===== config.mk =====
export PLATFORM = sky130hd
export DESIGN_NAME = acc_dispatcher
export DESIGN_NICKNAME = d
export VERILOG_FILES = /design/src/acc_insn_pkg.sv /design/src/acc_cfg_pkg.sv /design/src/acc_dispatcher.sv /design/src/acc_ldst_tracker.sv /design/src/acc_req_dispatch.sv /design/src/acc_spec_tracker.sv /design/src/acc_insn_queue.sv /design/src/acc_issue_capture.sv
export SDC_FILE = /design/constraint.sdc
export NUM_CORES = 1
export LEC_CHECK = 0
export BUFFER_PORTS_ARGS = -buffer_cell sky130_fd_sc_hd__clkbuf_2
export CAP_MARGIN = 20
export CORE_MARGIN = 5
export CORE_UTILIZATION = 45
export DETAILED_ROUTE_END_ITERATION = 6
export GPL_ROUTABILITY_DRIVEN = 0
export GPL_TIMING_DRIVEN = 0
export PLACE_DENSITY = 0.73
export SYNTH_ARGS = -nofsm -noshare
export SYNTH_HDL_FRONTEND = slang
export SYNTH_SLANG_ARGS = --single-unit
export TNS_END_PERCENT = 20

===== constraint.sdc =====
create_clock -name clk_i -period 17.73 [get_ports clk_i]
set_input_delay 0.8865 -clock clk_i [delete_from_list [all_inputs] [get_ports clk_i]]
set_output_delay 0.8865 -clock clk_i [all_outputs]
set_load 0.01 [all_outputs]

===== src/acc_insn_pkg.sv =====
package acc_insn_pkg;

  // Functional unit selected by the decoder
  typedef logic [3:0] fu_t;

  localparam fu_t fu_load_lp  = 4'd1;
  localparam fu_t fu_store_lp = 4'd2;
  localparam fu_t fu_accel_lp = 4'd9;

  // Memory class of an accelerator operation
  typedef logic [1:0] acc_op_t;

  localparam acc_op_t acc_op_other_lp = 2'd0;
  localparam acc_op_t acc_op_load_lp  = 2'd1;
  localparam acc_op_t acc_op_store_lp = 2'd2;

  // Floating-point rounding mode from fcsr
  typedef logic [2:0] frm_t;

endpackage


===== src/acc_cfg_pkg.sv =====
package acc_cfg_pkg;

  // Instruction queue between capture and dispatch
  localparam int insn_queue_depth_lp = 3;

  // Scoreboard geometry of the core
  localparam int trans_id_width_lp = 3;
  localparam int nr_sb_entries_lp  = 8;

  // Operand width
  localparam int xlen_lp = 64;

  // In-flight load/store counters
  localparam int pend_cnt_width_lp = 3;

  // Scoreboard transaction ID
  typedef logic [trans_id_width_lp-1:0] trans_id_t;

  // Operand as read from the register file
  typedef logic [xlen_lp-1:0] xdata_t;

  // Raw accelerator instruction word
  typedef logic [31:0] insn_word_t;

  // One bit per scoreboard entry
  typedef logic [nr_sb_entries_lp-1:0] sb_mask_t;

  // Pending-access count
  typedef logic [pend_cnt_width_lp-1:0] pend_cnt_t;

  // Queue fill level, 0 up to the full depth
  typedef logic [$clog2(insn_queue_depth_lp+1)-1:0] queue_usage_t;

  // Queue slot index
  typedef logic [$clog2(insn_queue_depth_lp)-1:0] queue_ptr_t;

endpackage

===== src/acc_dispatcher.sv =====
module acc_dispatcher (
  input  logic                    clk_i,
  input  logic                    rst_i,
  input  logic                    issue_hs_i,
  input  logic                    issue_exc_i,
  input  acc_insn_pkg::fu_t       issue_fu_i,
  input  acc_insn_pkg::acc_op_t   issue_op_i,
  input  acc_cfg_pkg::trans_id_t  issue_trans_id_i,
  input  acc_cfg_pkg::insn_word_t issue_insn_i,
  input  acc_cfg_pkg::xdata_t     issue_rs1_i,
  input  acc_cfg_pkg::xdata_t     issue_rs2_i,
  input  logic                    flush_unissued_i,
  input  logic                    flush_ex_i,
  input  logic                    acc_cons_en_i,
  input  acc_insn_pkg::frm_t      fcsr_frm_i,
  input  acc_insn_pkg::fu_t       commit_head_fu_i,
  input  logic                    commit_head_done_i,
  input  acc_cfg_pkg::trans_id_t  commit_head_trans_id_i,
  input  logic                    commit_st_barrier_i,
  input  logic                    acc_req_ready_i,
  input  logic                    acc_load_complete_i,
  input  logic                    acc_store_complete_i,
  input  logic                    acc_store_pending_i,
  output logic                    issue_stall_o,
  output logic                    acc_valid_ex_o,
  output logic                    acc_req_valid_o,
  output acc_cfg_pkg::insn_word_t acc_req_insn_o,
  output acc_cfg_pkg::xdata_t     acc_req_rs1_o,
  output acc_cfg_pkg::xdata_t     acc_req_rs2_o,
  output acc_insn_pkg::frm_t      acc_req_frm_o,
  output acc_cfg_pkg::trans_id_t  acc_req_trans_id_o,
  output logic                    ctrl_halt_o
);

  import acc_cfg_pkg::*;
  import acc_insn_pkg::*;

  // Capture to queue and trackers
  logic         cap_valid;
  insn_word_t   cap_insn;
  xdata_t       cap_rs1;
  xdata_t       cap_rs2;
  trans_id_t    cap_trans_id;
  acc_op_t      cap_op;
  logic         issue_ld;
  logic         issue_st;

  // Queue to dispatch
  logic         q_empty;
  queue_usage_t q_usage;
  logic         q_pop;
  insn_word_t   head_insn;
  xdata_t       head_rs1;
  xdata_t       head_rs2;
  trans_id_t    head_trans_id;
  acc_op_t      head_op;

  // Speculation state
  sb_mask_t     ready_mask;
  logic         commit_now;
  trans_id_t    commit_trans_id;
  logic         req_fire;
  trans_id_t    req_fire_trans_id;

  // Load/store accounting
  logic         disp_ld;
  logic         disp_st;
  logic         no_ld_pending;
  logic         no_st_pending;

  // Execute-stage valid is the captured instruction
  assign acc_valid_ex_o = cap_valid;

  acc_issue_capture u_capture (
    .clk_i            (clk_i),
    .rst_i            (rst_i),
    .issue_hs_i       (issue_hs_i),
    .issue_exc_i      (issue_exc_i),
    .issue_fu_i       (issue_fu_i),
    .issue_op_i       (issue_op_i),
    .issue_trans_id_i (issue_trans_id_i),
    .issue_insn_i     (issue_insn_i),
    .issue_rs1_i      (issue_rs1_i),
    .issue_rs2_i      (issue_rs2_i),
    .flush_unissued_i (flush_unissued_i),
    .acc_cons_en_i    (acc_cons_en_i),
    .q_usage_i        (q_usage),
    .no_ld_pending_i  (no_ld_pending),
    .no_st_pending_i  (no_st_pending),
    .issue_stall_o    (issue_stall_o),
    .cap_valid_o      (cap_valid),
    .cap_insn_o       (cap_insn),
    .cap_rs1_o        (cap_rs1),
    .cap_rs2_o        (cap_rs2),
    .cap_trans_id_o   (cap_trans_id),
    .cap_op_o         (cap_op),
    .issue_ld_o       (issue_ld),
    .issue_st_o       (issue_st)
  );

  acc_insn_queue u_queue (
    .clk_i           (clk_i),
    .rst_i           (rst_i),
    .flush_i         (flush_ex_i),
    .push_i          (cap_valid),
    .push_insn_i     (cap_insn),
    .push_rs1_i      (cap_rs1),
    .push_rs2_i      (cap_rs2),
    .push_trans_id_i (cap_trans_id),
    .push_op_i       (cap_op),
    .pop_i           (q_pop),
    .empty_o         (q_empty),
    .usage_o         (q_usage),
    .head_insn_o     (head_insn),
    .head_rs1_o      (head_rs1),
    .head_rs2_o      (head_rs2),
    .head_trans_id_o (head_trans_id),
    .head_op_o       (head_op)
  );

  acc_spec_tracker u_spec (
    .clk_i                  (clk_i),
    .rst_i                  (rst_i),
    .cap_valid_i            (cap_valid),
    .cap_trans_id_i         (cap_trans_id),
    .flush_ex_i             (flush_ex_i),
    .flush_unissued_i       (flush_unissued_i),
    .commit_head_fu_i       (commit_head_fu_i),
    .commit_head_done_i     (commit_head_done_i),
    .commit_head_trans_id_i (commit_head_trans_id_i),
    .req_fire_i             (req_fire),
    .req_fire_trans_id_i    (req_fire_trans_id),
    .ready_mask_o           (ready_mask),
    .commit_now_o           (commit_now),
    .commit_trans_id_o      (commit_trans_id)
  );

  acc_req_dispatch u_dispatch (
    .clk_i               (clk_i),
    .rst_i               (rst_i),
    .q_empty_i           (q_empty),
    .head_insn_i         (head_insn),
    .head_rs1_i          (head_rs1),
    .head_rs2_i          (head_rs2),
    .head_trans_id_i     (head_trans_id),
    .head_op_i           (head_op),
    .ready_mask_i        (ready_mask),
    .commit_now_i        (commit_now),
    .commit_trans_id_i   (commit_trans_id),
    .fcsr_frm_i          (fcsr_frm_i),
    .acc_req_ready_i     (acc_req_ready_i),
    .q_pop_o             (q_pop),
    .disp_ld_o           (disp_ld),
    .disp_st_o           (disp_st),
    .req_fire_o          (req_fire),
    .req_fire_trans_id_o (req_fire_trans_id),
    .acc_req_valid_o     (acc_req_valid_o),
    .acc_req_insn_o      (acc_req_insn_o),
    .acc_req_rs1_o       (acc_req_rs1_o),
    .acc_req_rs2_o       (acc_req_rs2_o),
    .acc_req_frm_o       (acc_req_frm_o),
    .acc_req_trans_id_o  (acc_req_trans_id_o)
  );

  acc_ldst_tracker u_ldst (
    .clk_i                (clk_i),
    .rst_i                (rst_i),
    .flush_ex_i           (flush_ex_i),
    .issue_ld_i           (issue_ld),
    .issue_st_i           (issue_st),
    .disp_ld_i            (disp_ld),
    .disp_st_i            (disp_st),
    .acc_load_complete_i  (acc_load_complete_i),
    .acc_store_complete_i (acc_store_complete_i),
    .acc_store_pending_i  (acc_store_pending_i),
    .commit_st_barrier_i  (commit_st_barrier_i),
    .no_ld_pending_o      (no_ld_pending),
    .no_st_pending_o      (no_st_pending),
    .ctrl_halt_o          (ctrl_halt_o)
  );

endmodule


===== src/acc_ldst_tracker.sv =====
module acc_ldst_tracker (
  input  logic clk_i,
  input  logic rst_i,
  input  logic flush_ex_i,
  input  logic issue_ld_i,
  input  logic issue_st_i,
  input  logic disp_ld_i,
  input  logic disp_st_i,
  input  logic acc_load_complete_i,
  input  logic acc_store_complete_i,
  input  logic acc_store_pending_i,
  input  logic commit_st_barrier_i,
  output logic no_ld_pending_o,
  output logic no_st_pending_o,
  output logic ctrl_halt_o
);

  import acc_cfg_pkg::*;

  // Issued but not dispatched, can still be flushed
  pend_cnt_t spec_ld_q;
  pend_cnt_t spec_st_q;
  // Dispatched and not yet completed by the accelerator
  pend_cnt_t disp_ld_q;
  pend_cnt_t disp_st_q;

  function automatic pend_cnt_t cnt_step(pend_cnt_t cnt, logic up, logic dn);
    return cnt + pend_cnt_t'(up) - pend_cnt_t'(dn);
  endfunction

  assign no_ld_pending_o = (spec_ld_q == '0) && (disp_ld_q == '0);
  assign no_st_pending_o = (spec_st_q == '0) && (disp_st_q == '0);

  always_ff @(posedge clk_i) begin
    if (rst_i || flush_ex_i) begin
      spec_ld_q <= '0;
      spec_st_q <= '0;
    end else begin
      spec_ld_q <= cnt_step(spec_ld_q, issue_ld_i, disp_ld_i);
      spec_st_q <= cnt_step(spec_st_q, issue_st_i, disp_st_i);
    end
  end

  // Flush does not touch accesses already handed over
  always_ff @(posedge clk_i) begin
    if (rst_i) begin
      disp_ld_q <= '0;
      disp_st_q <= '0;
    end else begin
      disp_ld_q <= cnt_step(disp_ld_q, disp_ld_i, acc_load_complete_i);
      disp_st_q <= cnt_step(disp_st_q, disp_st_i, acc_store_complete_i);
    end
  end

  // Store barrier halts the controller until accelerator stores drain
  always_ff @(posedge clk_i) begin
    if (rst_i) begin
      ctrl_halt_o <= 1'b0;
    end else begin
      ctrl_halt_o <= (ctrl_halt_o || commit_st_barrier_i) && acc_store_pending_i;
    end
  end

endmodule


===== src/acc_req_dispatch.sv =====
module acc_req_dispatch (
  input  logic                    clk_i,
  input  logic                    rst_i,
  input  logic                    q_empty_i,
  input  acc_cfg_pkg::insn_word_t head_insn_i,
  input  acc_cfg_pkg::xdata_t     head_rs1_i,
  input  acc_cfg_pkg::xdata_t     head_rs2_i,
  input  acc_cfg_pkg::trans_id_t  head_trans_id_i,
  input  acc_insn_pkg::acc_op_t   head_op_i,
  input  acc_cfg_pkg::sb_mask_t   ready_mask_i,
  input  logic                    commit_now_i,
  input  acc_cfg_pkg::trans_id_t  commit_trans_id_i,
  input  acc_insn_pkg::frm_t      fcsr_frm_i,
  input  logic                    acc_req_ready_i,
  output logic                    q_pop_o,
  output logic                    disp_ld_o,
  output logic                    disp_st_o,
  output logic                    req_fire_o,
  output acc_cfg_pkg::trans_id_t  req_fire_trans_id_o,
  output logic                    acc_req_valid_o,
  output acc_cfg_pkg::insn_word_t acc_req_insn_o,
  output acc_cfg_pkg::xdata_t     acc_req_rs1_o,
  output acc_cfg_pkg::xdata_t     acc_req_rs2_o,
  output acc_insn_pkg::frm_t      acc_req_frm_o,
  output acc_cfg_pkg::trans_id_t  acc_req_trans_id_o
);

  import acc_cfg_pkg::*;
  import acc_insn_pkg::*;

  logic       head_valid;
  logic       full_q;
  insn_word_t insn_q;
  xdata_t     rs1_q;
  xdata_t     rs2_q;
  frm_t       frm_q;
  trans_id_t  tid_q;

  // Head is non-speculative, either already promoted or committing now
  assign head_valid = !q_empty_i &&
                      (ready_mask_i[head_trans_id_i] ||
                       (commit_now_i && (commit_trans_id_i == head_trans_id_i)));

  // Register takes a new request only while it holds none
  assign q_pop_o   = head_valid && !full_q;
  assign disp_ld_o = q_pop_o && (head_op_i == acc_op_load_lp);
  assign disp_st_o = q_pop_o && (head_op_i == acc_op_store_lp);

  // Fall-through toward the accelerator
  assign acc_req_valid_o    = full_q || head_valid;
  assign acc_req_insn_o     = full_q ? insn_q : head_insn_i;
  assign acc_req_rs1_o      = full_q ? rs1_q : head_rs1_i;
  assign acc_req_rs2_o      = full_q ? rs2_q : head_rs2_i;
  // Rounding mode is current at dispatch since the core commits in order
  assign acc_req_frm_o      = full_q ? frm_q : fcsr_frm_i;
  assign acc_req_trans_id_o = full_q ? tid_q : head_trans_id_i;

  assign req_fire_o          = acc_req_valid_o && acc_req_ready_i;
  assign req_fire_trans_id_o = acc_req_trans_id_o;

  always_ff @(posedge clk_i) begin
    if (rst_i) begin
      full_q <= 1'b0;
    end else if (full_q) begin
      // Held request leaves on ready
      full_q <= !acc_req_ready_i;
    end else begin
      // Popped but not taken, keep it
      full_q <= head_valid && !acc_req_ready_i;
    end
  end

  always_ff @(posedge clk_i) begin
    if (!full_q && head_valid) begin
      insn_q <= head_insn_i;
      rs1_q  <= head_rs1_i;
      rs2_q  <= head_rs2_i;
      frm_q  <= fcsr_frm_i;
      tid_q  <= head_trans_id_i;
    end
  end

endmodule


===== src/acc_spec_tracker.sv =====
module acc_spec_tracker (
  input  logic                   clk_i,
  input  logic                   rst_i,
  input  logic                   cap_valid_i,
  input  acc_cfg_pkg::trans_id_t cap_trans_id_i,
  input  logic                   flush_ex_i,
  input  logic                   flush_unissued_i,
  input  acc_insn_pkg::fu_t      commit_head_fu_i,
  input  logic                   commit_head_done_i,
  input  acc_cfg_pkg::trans_id_t commit_head_trans_id_i,
  input  logic                   req_fire_i,
  input  acc_cfg_pkg::trans_id_t req_fire_trans_id_i,
  output acc_cfg_pkg::sb_mask_t  ready_mask_o,
  output logic                   commit_now_o,
  output acc_cfg_pkg::trans_id_t commit_trans_id_o
);

  import acc_cfg_pkg::*;
  import acc_insn_pkg::*;

  // Received by the dispatcher, still speculative
  sb_mask_t pending_q;
  sb_mask_t pending_d;
  // Reached the scoreboard head, not yet sent
  sb_mask_t ready_q;
  sb_mask_t ready_d;
  logic     head_commit;

  // Head of the scoreboard is an accelerator op that has not completed
  assign head_commit = (commit_head_fu_i == fu_accel_lp) && !commit_head_done_i;

  assign commit_now_o      = head_commit && pending_q[commit_head_trans_id_i] &&
                             !flush_unissued_i;
  assign commit_trans_id_o = commit_head_trans_id_i;
  assign ready_mask_o      = ready_q;

  always_comb begin
    pending_d = pending_q;
    ready_d   = ready_q;
    if (cap_valid_i) begin
      pending_d[cap_trans_id_i] = 1'b1;
    end
    // Flush drops everything not yet promoted
    if (flush_ex_i) begin
      pending_d = '0;
    end
    // Promote from pending to ready
    if (head_commit && pending_q[commit_head_trans_id_i]) begin
      ready_d[commit_head_trans_id_i]   = 1'b1;
      pending_d[commit_head_trans_id_i] = 1'b0;
    end
    // Sent to the accelerator, wins over a promotion in the same cycle
    if (req_fire_i) begin
      ready_d[req_fire_trans_id_i] = 1'b0;
    end
  end

  always_ff @(posedge clk_i) begin
    if (rst_i) begin
      pending_q <= '0;
      ready_q   <= '0;
    end else begin
      pending_q <= pending_d;
      ready_q   <= ready_d;
    end
  end

endmodule


===== src/acc_insn_queue.sv =====
module acc_insn_queue (
  input  logic                      clk_i,
  input  logic                      rst_i,
  input  logic                      flush_i,
  input  logic                      push_i,
  input  acc_cfg_pkg::insn_word_t   push_insn_i,
  input  acc_cfg_pkg::xdata_t       push_rs1_i,
  input  acc_cfg_pkg::xdata_t       push_rs2_i,
  input  acc_cfg_pkg::trans_id_t    push_trans_id_i,
  input  acc_insn_pkg::acc_op_t     push_op_i,
  input  logic                      pop_i,
  output logic                      empty_o,
  output acc_cfg_pkg::queue_usage_t usage_o,
  output acc_cfg_pkg::insn_word_t   head_insn_o,
  output acc_cfg_pkg::xdata_t       head_rs1_o,
  output acc_cfg_pkg::xdata_t       head_rs2_o,
  output acc_cfg_pkg::trans_id_t    head_trans_id_o,
  output acc_insn_pkg::acc_op_t     head_op_o
);

  import acc_cfg_pkg::*;
  import acc_insn_pkg::*;

  insn_word_t insn_mem [insn_queue_depth_lp];
  xdata_t     rs1_mem  [insn_queue_depth_lp];
  xdata_t     rs2_mem  [insn_queue_depth_lp];
  trans_id_t  tid_mem  [insn_queue_depth_lp];
  acc_op_t    op_mem   [insn_queue_depth_lp];

  queue_ptr_t   rd_ptr_q;
  queue_ptr_t   wr_ptr_q;
  queue_usage_t usage_q;
  logic         full;
  logic         stored_empty;
  logic         do_push;
  logic         do_pop;
  logic         bypass;

  function automatic queue_ptr_t ptr_inc(queue_ptr_t ptr);
    // Wrap at the last slot since the depth is not a power of two
    if (ptr == queue_ptr_t'(insn_queue_depth_lp - 1)) begin
      return '0;
    end
    return ptr + queue_ptr_t'(1);
  endfunction

  assign stored_empty = usage_q == '0;
  assign full         = usage_q == queue_usage_t'(insn_queue_depth_lp);

  // Empty queue shows the incoming entry at the head
  assign empty_o = stored_empty && !push_i;
  assign usage_o = usage_q;

  // Push and pop of the same entry on an empty queue skip storage
  assign bypass  = stored_empty && push_i && pop_i;
  assign do_push = push_i && !full && !bypass;
  assign do_pop  = pop_i && !stored_empty;

  assign head_insn_o     = stored_empty ? push_insn_i     : insn_mem[rd_ptr_q];
  assign head_rs1_o      = stored_empty ? push_rs1_i      : rs1_mem[rd_ptr_q];
  assign head_rs2_o      = stored_empty ? push_rs2_i      : rs2_mem[rd_ptr_q];
  assign head_trans_id_o = stored_empty ? push_trans_id_i : tid_mem[rd_ptr_q];
  assign head_op_o       = stored_empty ? push_op_i       : op_mem[rd_ptr_q];

  always_ff @(posedge clk_i) begin
    if (rst_i || flush_i) begin
      rd_ptr_q <= '0;
      wr_ptr_q <= '0;
      usage_q  <= '0;
    end else begin
      if (do_push) begin
        wr_ptr_q <= ptr_inc(wr_ptr_q);
      end
      if (do_pop) begin
        rd_ptr_q <= ptr_inc(rd_ptr_q);
      end
      // Net fill change
      if (do_push && !do_pop) begin
        usage_q <= usage_q + queue_usage_t'(1);
      end else if (do_pop && !do_push) begin
        usage_q <= usage_q - queue_usage_t'(1);
      end
    end
  end

  // Storage
  always_ff @(posedge clk_i) begin
    if (do_push) begin
      insn_mem[wr_ptr_q] <= push_insn_i;
      rs1_mem[wr_ptr_q]  <= push_rs1_i;
      rs2_mem[wr_ptr_q]  <= push_rs2_i;
      tid_mem[wr_ptr_q]  <= push_trans_id_i;
      op_mem[wr_ptr_q]   <= push_op_i;
    end
  end

endmodule


===== src/acc_issue_capture.sv =====
module acc_issue_capture (
  input  logic                    clk_i,
  input  logic                    rst_i,
  input  logic                    issue_hs_i,
  input  logic                    issue_exc_i,
  input  acc_insn_pkg::fu_t       issue_fu_i,
  input  acc_insn_pkg::acc_op_t   issue_op_i,
  input  acc_cfg_pkg::trans_id_t  issue_trans_id_i,
  input  acc_cfg_pkg::insn_word_t issue_insn_i,
  input  acc_cfg_pkg::xdata_t     issue_rs1_i,
  input  acc_cfg_pkg::xdata_t     issue_rs2_i,
  input  logic                    flush_unissued_i,
  input  logic                    acc_cons_en_i,
  input  acc_cfg_pkg::queue_usage_t q_usage_i,
  input  logic                    no_ld_pending_i,
  input  logic                    no_st_pending_i,
  output logic                    issue_stall_o,
  output logic                    cap_valid_o,
  output acc_cfg_pkg::insn_word_t cap_insn_o,
  output acc_cfg_pkg::xdata_t     cap_rs1_o,
  output acc_cfg_pkg::xdata_t     cap_rs2_o,
  output acc_cfg_pkg::trans_id_t  cap_trans_id_o,
  output acc_insn_pkg::acc_op_t   cap_op_o,
  output logic                    issue_ld_o,
  output logic                    issue_st_o
);

  import acc_cfg_pkg::*;
  import acc_insn_pkg::*;

  logic accept;

  // Accelerator instruction leaves issue without exception or flush
  assign accept = issue_hs_i && (issue_fu_i == fu_accel_lp) && !issue_exc_i &&
                  !flush_unissued_i;

  // Counter pulses in the handshake cycle itself
  assign issue_ld_o = accept && (issue_op_i == acc_op_load_lp);
  assign issue_st_o = accept && (issue_op_i == acc_op_store_lp);

  always_ff @(posedge clk_i) begin
    if (rst_i) begin
      cap_valid_o <= 1'b0;
    end else begin
      cap_valid_o <= accept;
    end
  end

  // Payload only moves with an accepted instruction
  always_ff @(posedge clk_i) begin
    if (accept) begin
      cap_insn_o     <= issue_insn_i;
      cap_rs1_o      <= issue_rs1_i;
      cap_rs2_o      <= issue_rs2_i;
      cap_trans_id_o <= issue_trans_id_i;
      cap_op_o       <= issue_op_i;
    end
  end

  always_comb begin
    case (issue_fu_i)
      // Queue must keep one slot for the instruction already in capture
      fu_accel_lp: issue_stall_o = q_usage_i >= queue_usage_t'(insn_queue_depth_lp - 1);
      // Scalar load waits for accelerator stores in consistency mode
      fu_load_lp:  issue_stall_o = acc_cons_en_i && !no_st_pending_i;
      // Scalar store waits for any accelerator memory access
      fu_store_lp: issue_stall_o = acc_cons_en_i && (!no_st_pending_i || !no_ld_pending_i);
      default:     issue_stall_o = 1'b0;
    endcase
  end

endmodule


# Word level (Yosys, flattened, before mapping)
# Memories as Yosys holds them, arrays and structs flattened. A register that Yosys moved wholly into a read port is not among the register bits.
# Index checks and enable logic that the tools add are counted.
op_classes:
  n_addsub: 12
  n_lt_le_gt_ge: 8
  n_eq_ne: 12
  n_mux: 51
  bitwise_logic: 6
  reduce_logical: 56
op_table:
  columns: ["op", "count"]
  rows:
  - ["2-to-1 mux 64 bit", 4]
  - ["2-to-1 mux 32 bit", 2]
  - ["2-to-1 mux 8 bit", 5]
  - ["2-to-1 mux 2 bit", 17]
  - ["logical AND 1 bit", 31]
  - ["AND 8 bit", 2]
  - ["less-than comparator 3 x 4 -> 1 bit, second input constant", 4]
  - ["inverter 8 bit", 2]
  - ["OR 8 bit", 2]
  - ["zero test 1 bit", 14]
  - ["2-to-1 mux 1 bit", 14]
  - ["adder 3 x 1 -> 3 bit", 4]
  - ["zero test 3 bit", 4]
  - ["subtractor 3 x 1 -> 3 bit", 4]
  - ["== test 2 bit, second input constant", 5]
  - ["demux 1 bit (select 3 bit)", 3]
  - ["greater-or-equal comparator 3 x 1 -> 1 bit, second input constant", 3]
  - ["2-to-1 mux 3 bit", 3]
  - ["== test 4 bit, second input constant", 2]
  - ["adder 2 x 1 -> 2 bit, second input constant", 3]
  - ["binary-select mux 1 bit (select 3 bit)", 2]
  - ["logical OR 1 bit", 5]
  - ["== test 2 x 1 -> 1 bit, second input constant", 2]
  - ["== test 4 x 1 -> 1 bit, second input constant", 1]
  - ["7 further kinds", 7]
totals:
  ff_bits: 368
  ram_bits: 495
  input_bits: 192
  out_inout_bits: 170
  word_cells: 172
  n_memories: 5
memory_table:
  columns: ["memory", "depth", "word_bits", "rd", "rd_ports_with_merged_regs", "wr", "line", "text"]
  rows:
  - ["u_queue.rs1_mem", 3, 64, 1, 1, 1, "acc_insn_queue.sv:25", "xdata_t rs1_mem [insn_queue_depth_lp];"]
  - ["u_queue.rs2_mem", 3, 64, 1, 1, 1, "acc_insn_queue.sv:26", "xdata_t rs2_mem [insn_queue_depth_lp];"]
  - ["u_queue.insn_mem", 3, 32, 1, 1, 1, "acc_insn_queue.sv:24", "insn_word_t insn_mem [insn_queue_depth_lp];"]
  - ["u_queue.tid_mem", 3, 3, 1, 1, 1, "acc_insn_queue.sv:27", "trans_id_t tid_mem [insn_queue_depth_lp];"]
  - ["u_queue.op_mem", 3, 2, 1, 1, 1, "acc_insn_queue.sv:28", "acc_op_t op_mem [insn_queue_depth_lp];"]

# Longest topological paths before layout
# Gate-level depths: netlist of run 1.
logic_depth:
  depth_word: 15
  mapped_depth: 18
  mapped_depth_nobuf: 16

# Cells and area by module
# From an unflattened synthesis of run 1, not the netlist that was laid out.
unflattened:
  hier_cells: 1992
  area_unflattened_um2: 35111.2
by_module_without_submodules:
  columns: ["module", "instances", "cells_each", "area_each_um2", "seq_area_each_um2"]
  rows:
  - ["acc_insn_queue", 1, 1272, 21271.7, 15024.4]
  - ["acc_req_dispatch", 1, 376, 7175.6, 5004.8]
  - ["acc_issue_capture", 1, 178, 5068.6, 4974.8]
  - ["acc_spec_tracker", 1, 103, 884.6, 320.3]
  - ["acc_ldst_tracker", 1, 63, 710.7, 260.2]

# Least setup slack after synthesis of run 1
# Ideal clock, no wire load.
synth_timing:
  path_type: "in2reg"
  startpoint: "input commit_head_trans_id_i[1]"
  endpoint: "memory u_queue.insn_mem[2][0] (netlist bit), enable pin"
  setup_time_ns: 0.924
  arrival_time_ns: 14.299
  slack_ns: 2.506
  stages: 8
  path_buffers: 1
  path_cell_list: "clkbuf_1 > mux2i_1 > nor3_1 > o31ai_1 > or4_4 > a211oi_2 > or2_2 > nor3b_1"
synth_via:
  elab_chain_len: 13
  elab_cells_between_ends: 14
  cone_classes: "eq/ne (1); mux (4); reduce/logical (9)"
synth_lines:
  columns: ["element", "line", "text"]
  rows:
  - ["start: declaration", "acc_dispatcher.sv:18", "input acc_cfg_pkg::trans_id_t commit_head_trans_id_i,"]
  - ["binary-select mux 1 bit (select 3 bit)", "acc_spec_tracker.sv:32", "assign commit_now_o = head_commit && pending_q[commit_head_trans_id_i] &&"]
  - ["2-to-1 mux 1 bit (implied by the code)", "acc_spec_tracker.sv:32", null]
  - ["logical AND 1 bit (2 in series)", "acc_spec_tracker.sv:32", null]
  - ["logical AND 1 bit *", "acc_req_dispatch.sv:42", "(commit_now_i && (commit_trans_id_i == head_trans_id_i)));"]
  - ["logical OR 1 bit *", "acc_req_dispatch.sv:41", "(ready_mask_i[head_trans_id_i] ||"]
  - ["logical AND 1 bit *", "acc_req_dispatch.sv:40", "assign head_valid = !q_empty_i &&"]
  - ["logical AND 1 bit *", "acc_req_dispatch.sv:45", "assign q_pop_o = head_valid && !full_q;"]
  - ["logical AND 1 bit *", "acc_insn_queue.sv:55", "assign bypass = stored_empty && push_i && pop_i;"]
  - ["zero test 1 bit *", "acc_insn_queue.sv:56", "assign do_push = push_i && !full && !bypass;"]
  - ["logical AND 1 bit *", "acc_insn_queue.sv:56", null]
  - ["2-to-1 mux 1 bit *", "acc_insn_queue.sv:88", "if (do_push) begin"]
  - ["2-to-1 mux 1 bit (implied by the code) *", "acc_insn_queue.sv:89", "insn_mem[wr_ptr_q] <= push_insn_i;"]
  - ["end: declaration", "acc_insn_queue.sv:24", null]
# Every way passes the cells marked *; elsewhere a longest branch is shown, timed or not. The select of a mux whose other input is x is not followed.

# Worst setup path in the final report of run 1
layout_timing:
  startpoint: "register u_queue.usage_q[0], in the netlist u_queue.usage_o[0]"
  endpoint: "output acc_req_rs2_o[3]"
layout_via:
  elab_chain_len: 3
layout_lines:
  columns: ["element", "line", "text"]
  rows:
  - ["start: declaration", "acc_insn_queue.sv:32", "queue_usage_t usage_q;"]
  - ["start signal: assignment", "acc_insn_queue.sv:79", "usage_q <= usage_q + queue_usage_t'(1);"]
  - ["start signal: assignment", "acc_insn_queue.sv:81", "usage_q <= usage_q - queue_usage_t'(1);"]
  - ["zero test 2 bit", "acc_insn_queue.sv:47", "assign stored_empty = usage_q == '0;"]
  - ["2-to-1 mux 64 bit", "acc_insn_queue.sv:61", "assign head_rs2_o = stored_empty ? push_rs2_i : rs2_mem[rd_ptr_q];"]
  - ["via head_rs2[3]", "acc_dispatcher.sv:54", "xdata_t head_rs2;"]
  - ["2-to-1 mux 64 bit", "acc_req_dispatch.sv:53", "assign acc_req_rs2_o = full_q ? rs2_q : head_rs2_i;"]
  - ["end: declaration", "acc_dispatcher.sv:29", "output acc_cfg_pkg::xdata_t acc_req_rs2_o,"]
# The timed path passes the listed nets, and every way through them passes these cells.

==> results.yml, run 1 <==
placed_design:
  hpwl_microns: 52140
  place_area_sq_mm: 0.03736
  io_buffers: 357
timing:
  tns_ns: 0
  period_needed_ns: 5.163
  slew_headroom: 0.3150
  rsz0062_at_grt: "false"
  final_max_slew_viol_count: 0
  setup_viol: 0
  fmax_ghz: 0.1937
  worst_pin_slew_ns: 1.028
  post-route-period-util: 0.2912
  finalHoldViolCount: 0
  skew_ns: 0.02924
synth:
  synth_edf_count: 826
  synth.largest_area_cell: "edfxtp_1"
  synth_flop_cell: "edfxtp_1"
  syn_nets: 2385
  synth_top_area_frac: 0.7320
  synthCells: 2180
  synthTopCellsByCount: "edfxtp_1, nor2_1, mux2i_1, nand2_1"
  netlist-cell-type-count: 48
  synth_seq_area_share: 0.7550
  synth.area.top_cells: "edfxtp_1, mux2_2, mux2i_1, a21oi_1, o21ai_0"
  yosys.cell_count.top_type: "edfxtp_1"
  ys_async_sr_fraction: 0
  synth_area_per_cell_sq_um: 15.54
  synth_area_sq_mm: 0.03388
  yosys_warnings: 0
  ys_seq_elements: 865
clock_network:
  root_buffer: "clkbuf_16"
  hold_buffers: 0
  htree_levels: 3
  clock_path_buffers: 3
  cts.clk_slew.worst_paths_ns: 0.06
  cts_tree: "done"
  insertion_delay_ns: 0.63
  cts_buffers: 89
  cts_resized: 0
  postCtsSetupRepairBufs: 0
  cts.sinks: 865
routing:
  vias: 19830
  drc: 0
  ant_nets: 0
  wire_per_inst_microns: 21.18
  drtIter0Drc: 1679
  wl_microns: 78460
  first_pass_iters: 5
  vias_per_cell: 5.354
layout:
  nets: 2863
  area_growth_pct: 18.75
  drive_gt1_frac: 0.2617
  post-route-cell-area_sq_mm: 0.04024
global_routing:
  grt_pass1_wl_microns: 120700
  antenna_found_initial: 5
  grt_usage: 0.1883
  grt_max_degree: 94
  overflow: 0
  first_global_vias: 20810
critical_path:
  start_kind: "flop"
  crit_type: "reg -> out"
  r2r_slack_ns: 12.85
  cp_max_fo: 10
  required_ns: 16.84
  cp.arrival_ns: 4.28
  crit_path_end_kind: "output port"
floorplanning:
  rows: 100
  pin_count: 362
  core_region_area_sq_mm: 0.07457
  fp.dieW_microns: 284.4
  start_util: 0.4544
  die-area_sq_mm: 0.08089
  die-height_microns: 284.4
power_and_ir_drop:
  leakagePower_nw: 14.10
  power_density_mw_per_mm2: 102.0
  ir_drop_v: 0.00009235
  p_clk_frac: 0.444
  power.share.combinational: 0.014
  power.internal_mw: 3.276
  report.power.total_mw: 4.105
  switchingPower_uw: 829.1
  p_seq_frac: 0.542
  netSwitchingFraction: 0.2020
outcome:
  status: "completed"
job:
  drv_cap: 0
min_path:
  hold_path_class: "in -> reg"
layout make-up:
class,count,area (sq um)
antenna,3,7.507
buffer,121,481.7
clock buffer,100,2290
clock inverter,65,579.3
fill,5953,34330
inverter,30,135.1
multi-input combinational,1164,7719
sequential,865,25580
tap,969,1212
timing repair buffer,387,2228
state kept, by name (all words and copies together), names as in the netlist, 6 cells and up, named ones only:
signal and count:
u_capture.cap_rs1_o 64, u_queue.insn_mem 96, u_dispatch.insn_q 32, u_capture.cap_insn_o 32, u_queue.rs1_mem 192, u_spec.ready_mask_o 8
u_queue.op_mem 6, u_dispatch.rs1_q 64, u_capture.cap_rs2_o 64, u_spec.pending_q 8, u_queue.rs2_mem 192, u_queue.tid_mem 9
u_dispatch.rs2_q 64
power groups by stage:
stage | registers, mW | logic, mW | clock network, mW
2_1_floorplan | 2.27 | 0.0233 | 0
3_3_place_gp | 2.27 | 0.0561 | 0
3_5_place_dp | 2.27 | 0.0582 | 0
4_1_cts | 2.22 | 0.0591 | 1.86
5_1_grt | 2.22 | 0.0645 | 1.95
6_report | 2.22 | 0.0586 | 1.82
cell families after synthesis:
family / count (synthesis) / synth area share
fa+ha+maj: 13 / 0.005687
simple gates: 426 / 0.05236
xor+xnor: 14 / 0.003619
mux: 339 / 0.1062
flops: 865 / 0.7550
buf+inv: 151 / 0.01754
compound gates: 372 / 0.05956
routing by layer:
| layer | GRT usage | routed length [microns] |
|---|---|---|
| met3 | 0.03285 | 4798 |
| met2 | 0.3256 | 39320 |
| met5 | 0 | 12 |
| met4 | 0.05176 | 1620 |
| met1 | 0.2476 | 32710 |
path summary, 6_finish.rpt:
check	end	from	cells after the start
setup / recovery	acc_req_rs2_o[3]	u_queue.usage_o[0]$_SDFFE_PP0P_	10
setup reg to reg	u_queue.rs1_mem[2][14]$_DFFE_PP_	u_queue.usage_o[0]$_SDFFE_PP0P_	18
hold / removal	u_capture.cap_rs2_o[51]$_DFFE_PP_	issue_rs2_i[51]	1
hold reg to reg	u_spec.ready_mask_o[5]$_SDFF_PP0_	u_spec.ready_mask_o[5]$_SDFF_PP0_	2
critical path, cell delays in order, from the launching register on:
cell      delay (ns)
dfxtp_1         0.31
buf_6           0.13
nor2_1          0.13
clkbuf_1        0.30
clkbuf_1        0.74
clkbuf_1        0.75
buf_1           0.56
nand2_1         0.10
o21ai_0         0.20
mux2_2          0.25
clkbuf_2        0.13
stage by stage:
| step | hold slack, ns | std cells | util | setup slack (ns) |
|---|---|---|---|---|
| floorplan | 0.4419 | 2180 | - | 2.506 |
| global placement | 0.4495 | 3506 | 0.4946 | -6.493 |
| detailed placement | 0.4580 | 3536 | 0.5010 | 12.63 |
| CTS | 0.3751 | 3701 | 0.5395 | 12.49 |
| global route | 0.3812 | 3702 | 0.5395 | 12.32 |
| finish | 0.4243 | 3704 | 0.5396 | 12.57 |
placed cells by master (no fill, tap or decap), types with 8 or more instances in the layout:
cell type,count
mux2i_1,175
nand2_1,175
inv_1,26
clkinv_1,26
nor2_1,187
a211oi_1,8
ha_1,9
edfxtp_1,826
nor3_1,10
buf_2,10
clkinv_2,16
buf_6,21
clkbuf_2,357
a21oi_1,170
mux2_2,164
o21ai_0,170
clkbuf_1,84
nor2b_1,10
buf_1,35
dfxtp_1,39
xnor2_1,9
clkbuf_16,90
Power figures use the tool's default switching activity.
==> run 2: changes to the inputs <==
- ABC_AREA: unset -> 1
- PLACE_DENSITY: 0.73 -> 0.75
- clock period: 17.73 -> 4.6 ns (I/O delays scaled with it)
==> run 2 against run 1 <==
Compared with the run above:
- sequential share of layout area is 3.2 points lower
- combinational power grew to 6.1 times the previous value
- sequential power grew to 3.9 times the previous value
- clock-buffer cell count is 20 higher
- cell area is 5.3% higher
- hold slack worse by 0.36 ns
- cell count is 17% higher
- first-iteration DRC count is 21% higher
- global-route usage is 2.9 points higher
- largest cell class unchanged
- largest power group unchanged
- highest routed layer unchanged
==> results.yml, run 2 <==
critical_path:
  cp_max_fo: 10
  crit_type: "reg -> out"
  cp_slowest_stage_delay_ns: 0.99
  crit_path_end_kind: "output port"
  worstRegToRegCells: 15
  cp.arrival_ns: 3.62
  crit_chain: "clkbuf_2 > clkbuf_1 > clkbuf_1 > nand2_1 > nand2_1 > clkbuf_2"
  start_kind: "flop"
  r2r-start: "u_queue.usage_o[0]$_SDFFE_PP0P_"
  slowest_stage: "clkbuf_1"
  required_ns: 4.37
  r2r_end: "u_queue.rs1_mem[2][30]$_DFFE_PP_"
  r2r_slack_ns: 1.00
synth:
  synthTopCellsByCount: "edfxtp_1, nand2_1, a21oi_1, nor2_1, or2_2"
  synth_edf_count: 826
  ys_seq_elements: 865
  synth_flop_cell: "edfxtp_1"
  synth_top_area_frac: 0.7278
  yosys.cell_count.top_type: "edfxtp_1"
  synth.area.top_cells: "edfxtp_1, nand2_1, a21oi_1, o211ai_1, or2_2"
  synth_area_sq_mm: 0.03408
  synth_area_per_cell_sq_um: 12.96
  yosys_warnings: 0
  syn_nets: 2835
  netlist-cell-type-count: 40
  ys_async_sr_fraction: 0
  synth.largest_area_cell: "edfxtp_1"
  synthCells: 2630
  synth_seq_area_share: 0.7507
routing:
  drtIter0Drc: 2037
  vias: 23270
  ant_nets: 0
  first_pass_iters: 5
  drc: 0
  wl_microns: 90990
  wire_per_inst_microns: 20.94
  vias_per_cell: 5.355
power_and_ir_drop:
  power.internal_mw: 13.00
  power_density_mw_per_mm2: 383.7
  p_seq_frac: 0.527
  leakagePower_nw: 15.95
  power.share.combinational: 0.022
  ir_drop_v: 0.0002347
  netSwitchingFraction: 0.2006
  switchingPower_mw: 3.261
  p_clk_frac: 0.451
clock_network:
  cts.clk_slew.worst_paths_ns: 0.06
  cts_buffers: 92
  cts_tree: "done"
  insertion_delay_ns: 0.65
  cts.sinks: 865
  root_buffer: "clkbuf_16"
  htree_levels: 3
  clock_path_buffers: 3
layout:
  final_cell_mix: "edfxtp_1, nand2_1, clkbuf_2"
  fill_cells: 5904
  layout_commonest_cell: "edfxtp_1"
  nets: 3490
  drive_gt1_frac: 0.2166
  area_growth_pct: 24.33
  reg_top3: "u_queue.rs1_mem (192), u_queue.rs2_mem (192), u_queue.insn_mem (96)"
  post-route-cell-area_sq_mm: 0.04237
timing:
  fmax_ghz: 0.2597
  slew_headroom: 0.1586
  rsz0062_at_grt: "false"
  post-route-period-util: 0.8370
  hold_slack_ns: 0.06135
  worst_pin_slew_ns: 1.262
  setup_viol: 0
  skew_ns: 0.03531
  period_needed_ns: 3.850
  finalHoldViolCount: 0
  final_max_slew_viol_count: 0
placed_design:
  place_area_sq_mm: 0.03758
  hpwl_microns: 56390
  io_buffers: 359
global_routing:
  grt_pass1_wl_microns: 137500
  grt_usage: 0.2176
  first_global_vias: 23450
  grt_max_degree: 104
  antenna_found_initial: 6
  overflow: 0
outcome:
  status: "completed"
floorplanning:
  core_region_area_sq_mm: 0.07557
  fp.dieW_microns: 285.2
  die-height_microns: 285.2
  pin_count: 362
  start_util: 0.4510
  die-area_sq_mm: 0.08134
  rows: 101
min_path:
  hold_depth: 4
  worstHoldStart: "flush_unissued_i"
  hold_path_class: "in -> reg"
  hold_path_end: "u_capture.cap_valid_o$_SDFF_PP0_"
job:
  drv_cap: 0
## run 2: cell types whose count changed after synthesis, moves of 10 or more
cell | before | now
nor2_1 | 188 | 200
clkbuf_1 | 74 | 121
nand3_1 | 5 | 23
inv_1 | 29 | 75
nand2_1 | 175 | 556
nor2b_1 | 10 | 0
o21ai_1 | 0 | 10
mux2_2 | 164 | 0
or2_2 | 2 | 167
o21ai_0 | 170 | 19
a21oi_1 | 170 | 341
o211ai_1 | 0 | 164
mux2i_1 | 175 | 0
buf_1 | 35 | 16
## run 2: worst max-delay path by stage
stage,depth (start not counted),to,startpoint,slack (ns)
5_1_grt,6,acc_req_insn_o[11],u_dispatch.full_q$_SDFF_PP0_,0.67
3_3_place_gp,11,u_ldst.spec_ld_q[1]$_SDFF_PP0_,issue_fu_i[0],-6.74
6_report,6,acc_req_rs1_o[29],u_dispatch.full_q$_SDFF_PP0_,0.75
4_1_cts,9,acc_req_rs1_o[15],flop,0.63
2_1_floorplan,9,u_ldst.spec_ld_q[1]$_SDFF_PP0_,issue_fu_i[1],-2.51
3_5_place_dp,15,u_queue.rs1_mem[2][31]$_DFFE_PP_,u_queue.usage_o[0]$_SDFFE_PP0P_,0.96
## run 2: critical path: cells and delay by family (launching register included)
kind / cells / cell delay, ns
flip-flops: 1 / 0.42
AND/OR/NAND/NOR: 2 / 0.27
buffers and inverters: 4 / 2.28
## run 2: kinds of logic after synthesis
| kind of cell | Yosys count | share of synthesized area |
|---|---|---|
| XOR/XNOR | 5 | 0.001285 |
| AO/OA/AOI/OAI | 538 | 0.09167 |
| AND/OR/NAND/NOR | 979 | 0.1243 |
| flip-flops | 865 | 0.7507 |
| adder cells (fa/ha/maj) | 13 | 0.005654 |
| buffers and inverters | 230 | 0.02647 |
## run 2: power by group through the flow
stage	combinational [mW]	sequential, mW	clock (mW)
final	0.357	8.57	7.33
after global routing	0.385	8.57	7.80
after CTS	0.351	8.57	7.45
after detailed placement	0.227	8.73	0
after global placement	0.221	8.74	0
after floorplan	0.0869	8.73	0
## run 2: final cells by class
class / count / area, sq um / share of cell area
diodes: 6 / 15.01 / 0.0003543
plain buffers: 149 / 596.8 / 0.01408
repair buffers: 561 / 3989 / 0.09413
clock buffers: 120 / 2492 / 0.05882
inverters: 81 / 339.1 / 0.008002
well taps: 978 / 1224 / 0.02888
multi-input cells: 1535 / 7631 / 0.1801
clock inverters: 50 / 503.0 / 0.01187
flip-flops and latches: 865 / 25580 / 0.6038
## run 2: layer usage
metal | global-route usage | up-vias | share of wire
li1 | - | 10760 | -
met1 | 0.2996 | 11330 | 0.42
met2 | 0.3498 | 974 | 0.48
met3 | 0.03453 | 206 | 0.066
met4 | 0.08804 | 2 | 0.037
met5 | 0 | - | 0.00014
## run 2: through the flow
stage	setup WS [ns]	utilization	power [mW]	TNS, ns	std cells
finish	0.7499	0.5607	16.26	0	4345
global route	0.6743	0.5606	16.75	0	4341
CTS	0.6317	0.5599	16.37	0	4336
detailed placement	0.9557	0.4973	8.961	0	3992
global placement	-6.737	0.4914	8.957	-3060.76	3967
floorplan	-2.511	-	8.818	-671.17	2630
## run 2: timing repair
item                                    4_1_cts  5_1_grt
endpoints found under the setup margin        0        0
resized for setup                             0        0
setup buffers                                 0        0
hold buffers                                174        0
endpoints found under the hold margin       189        0
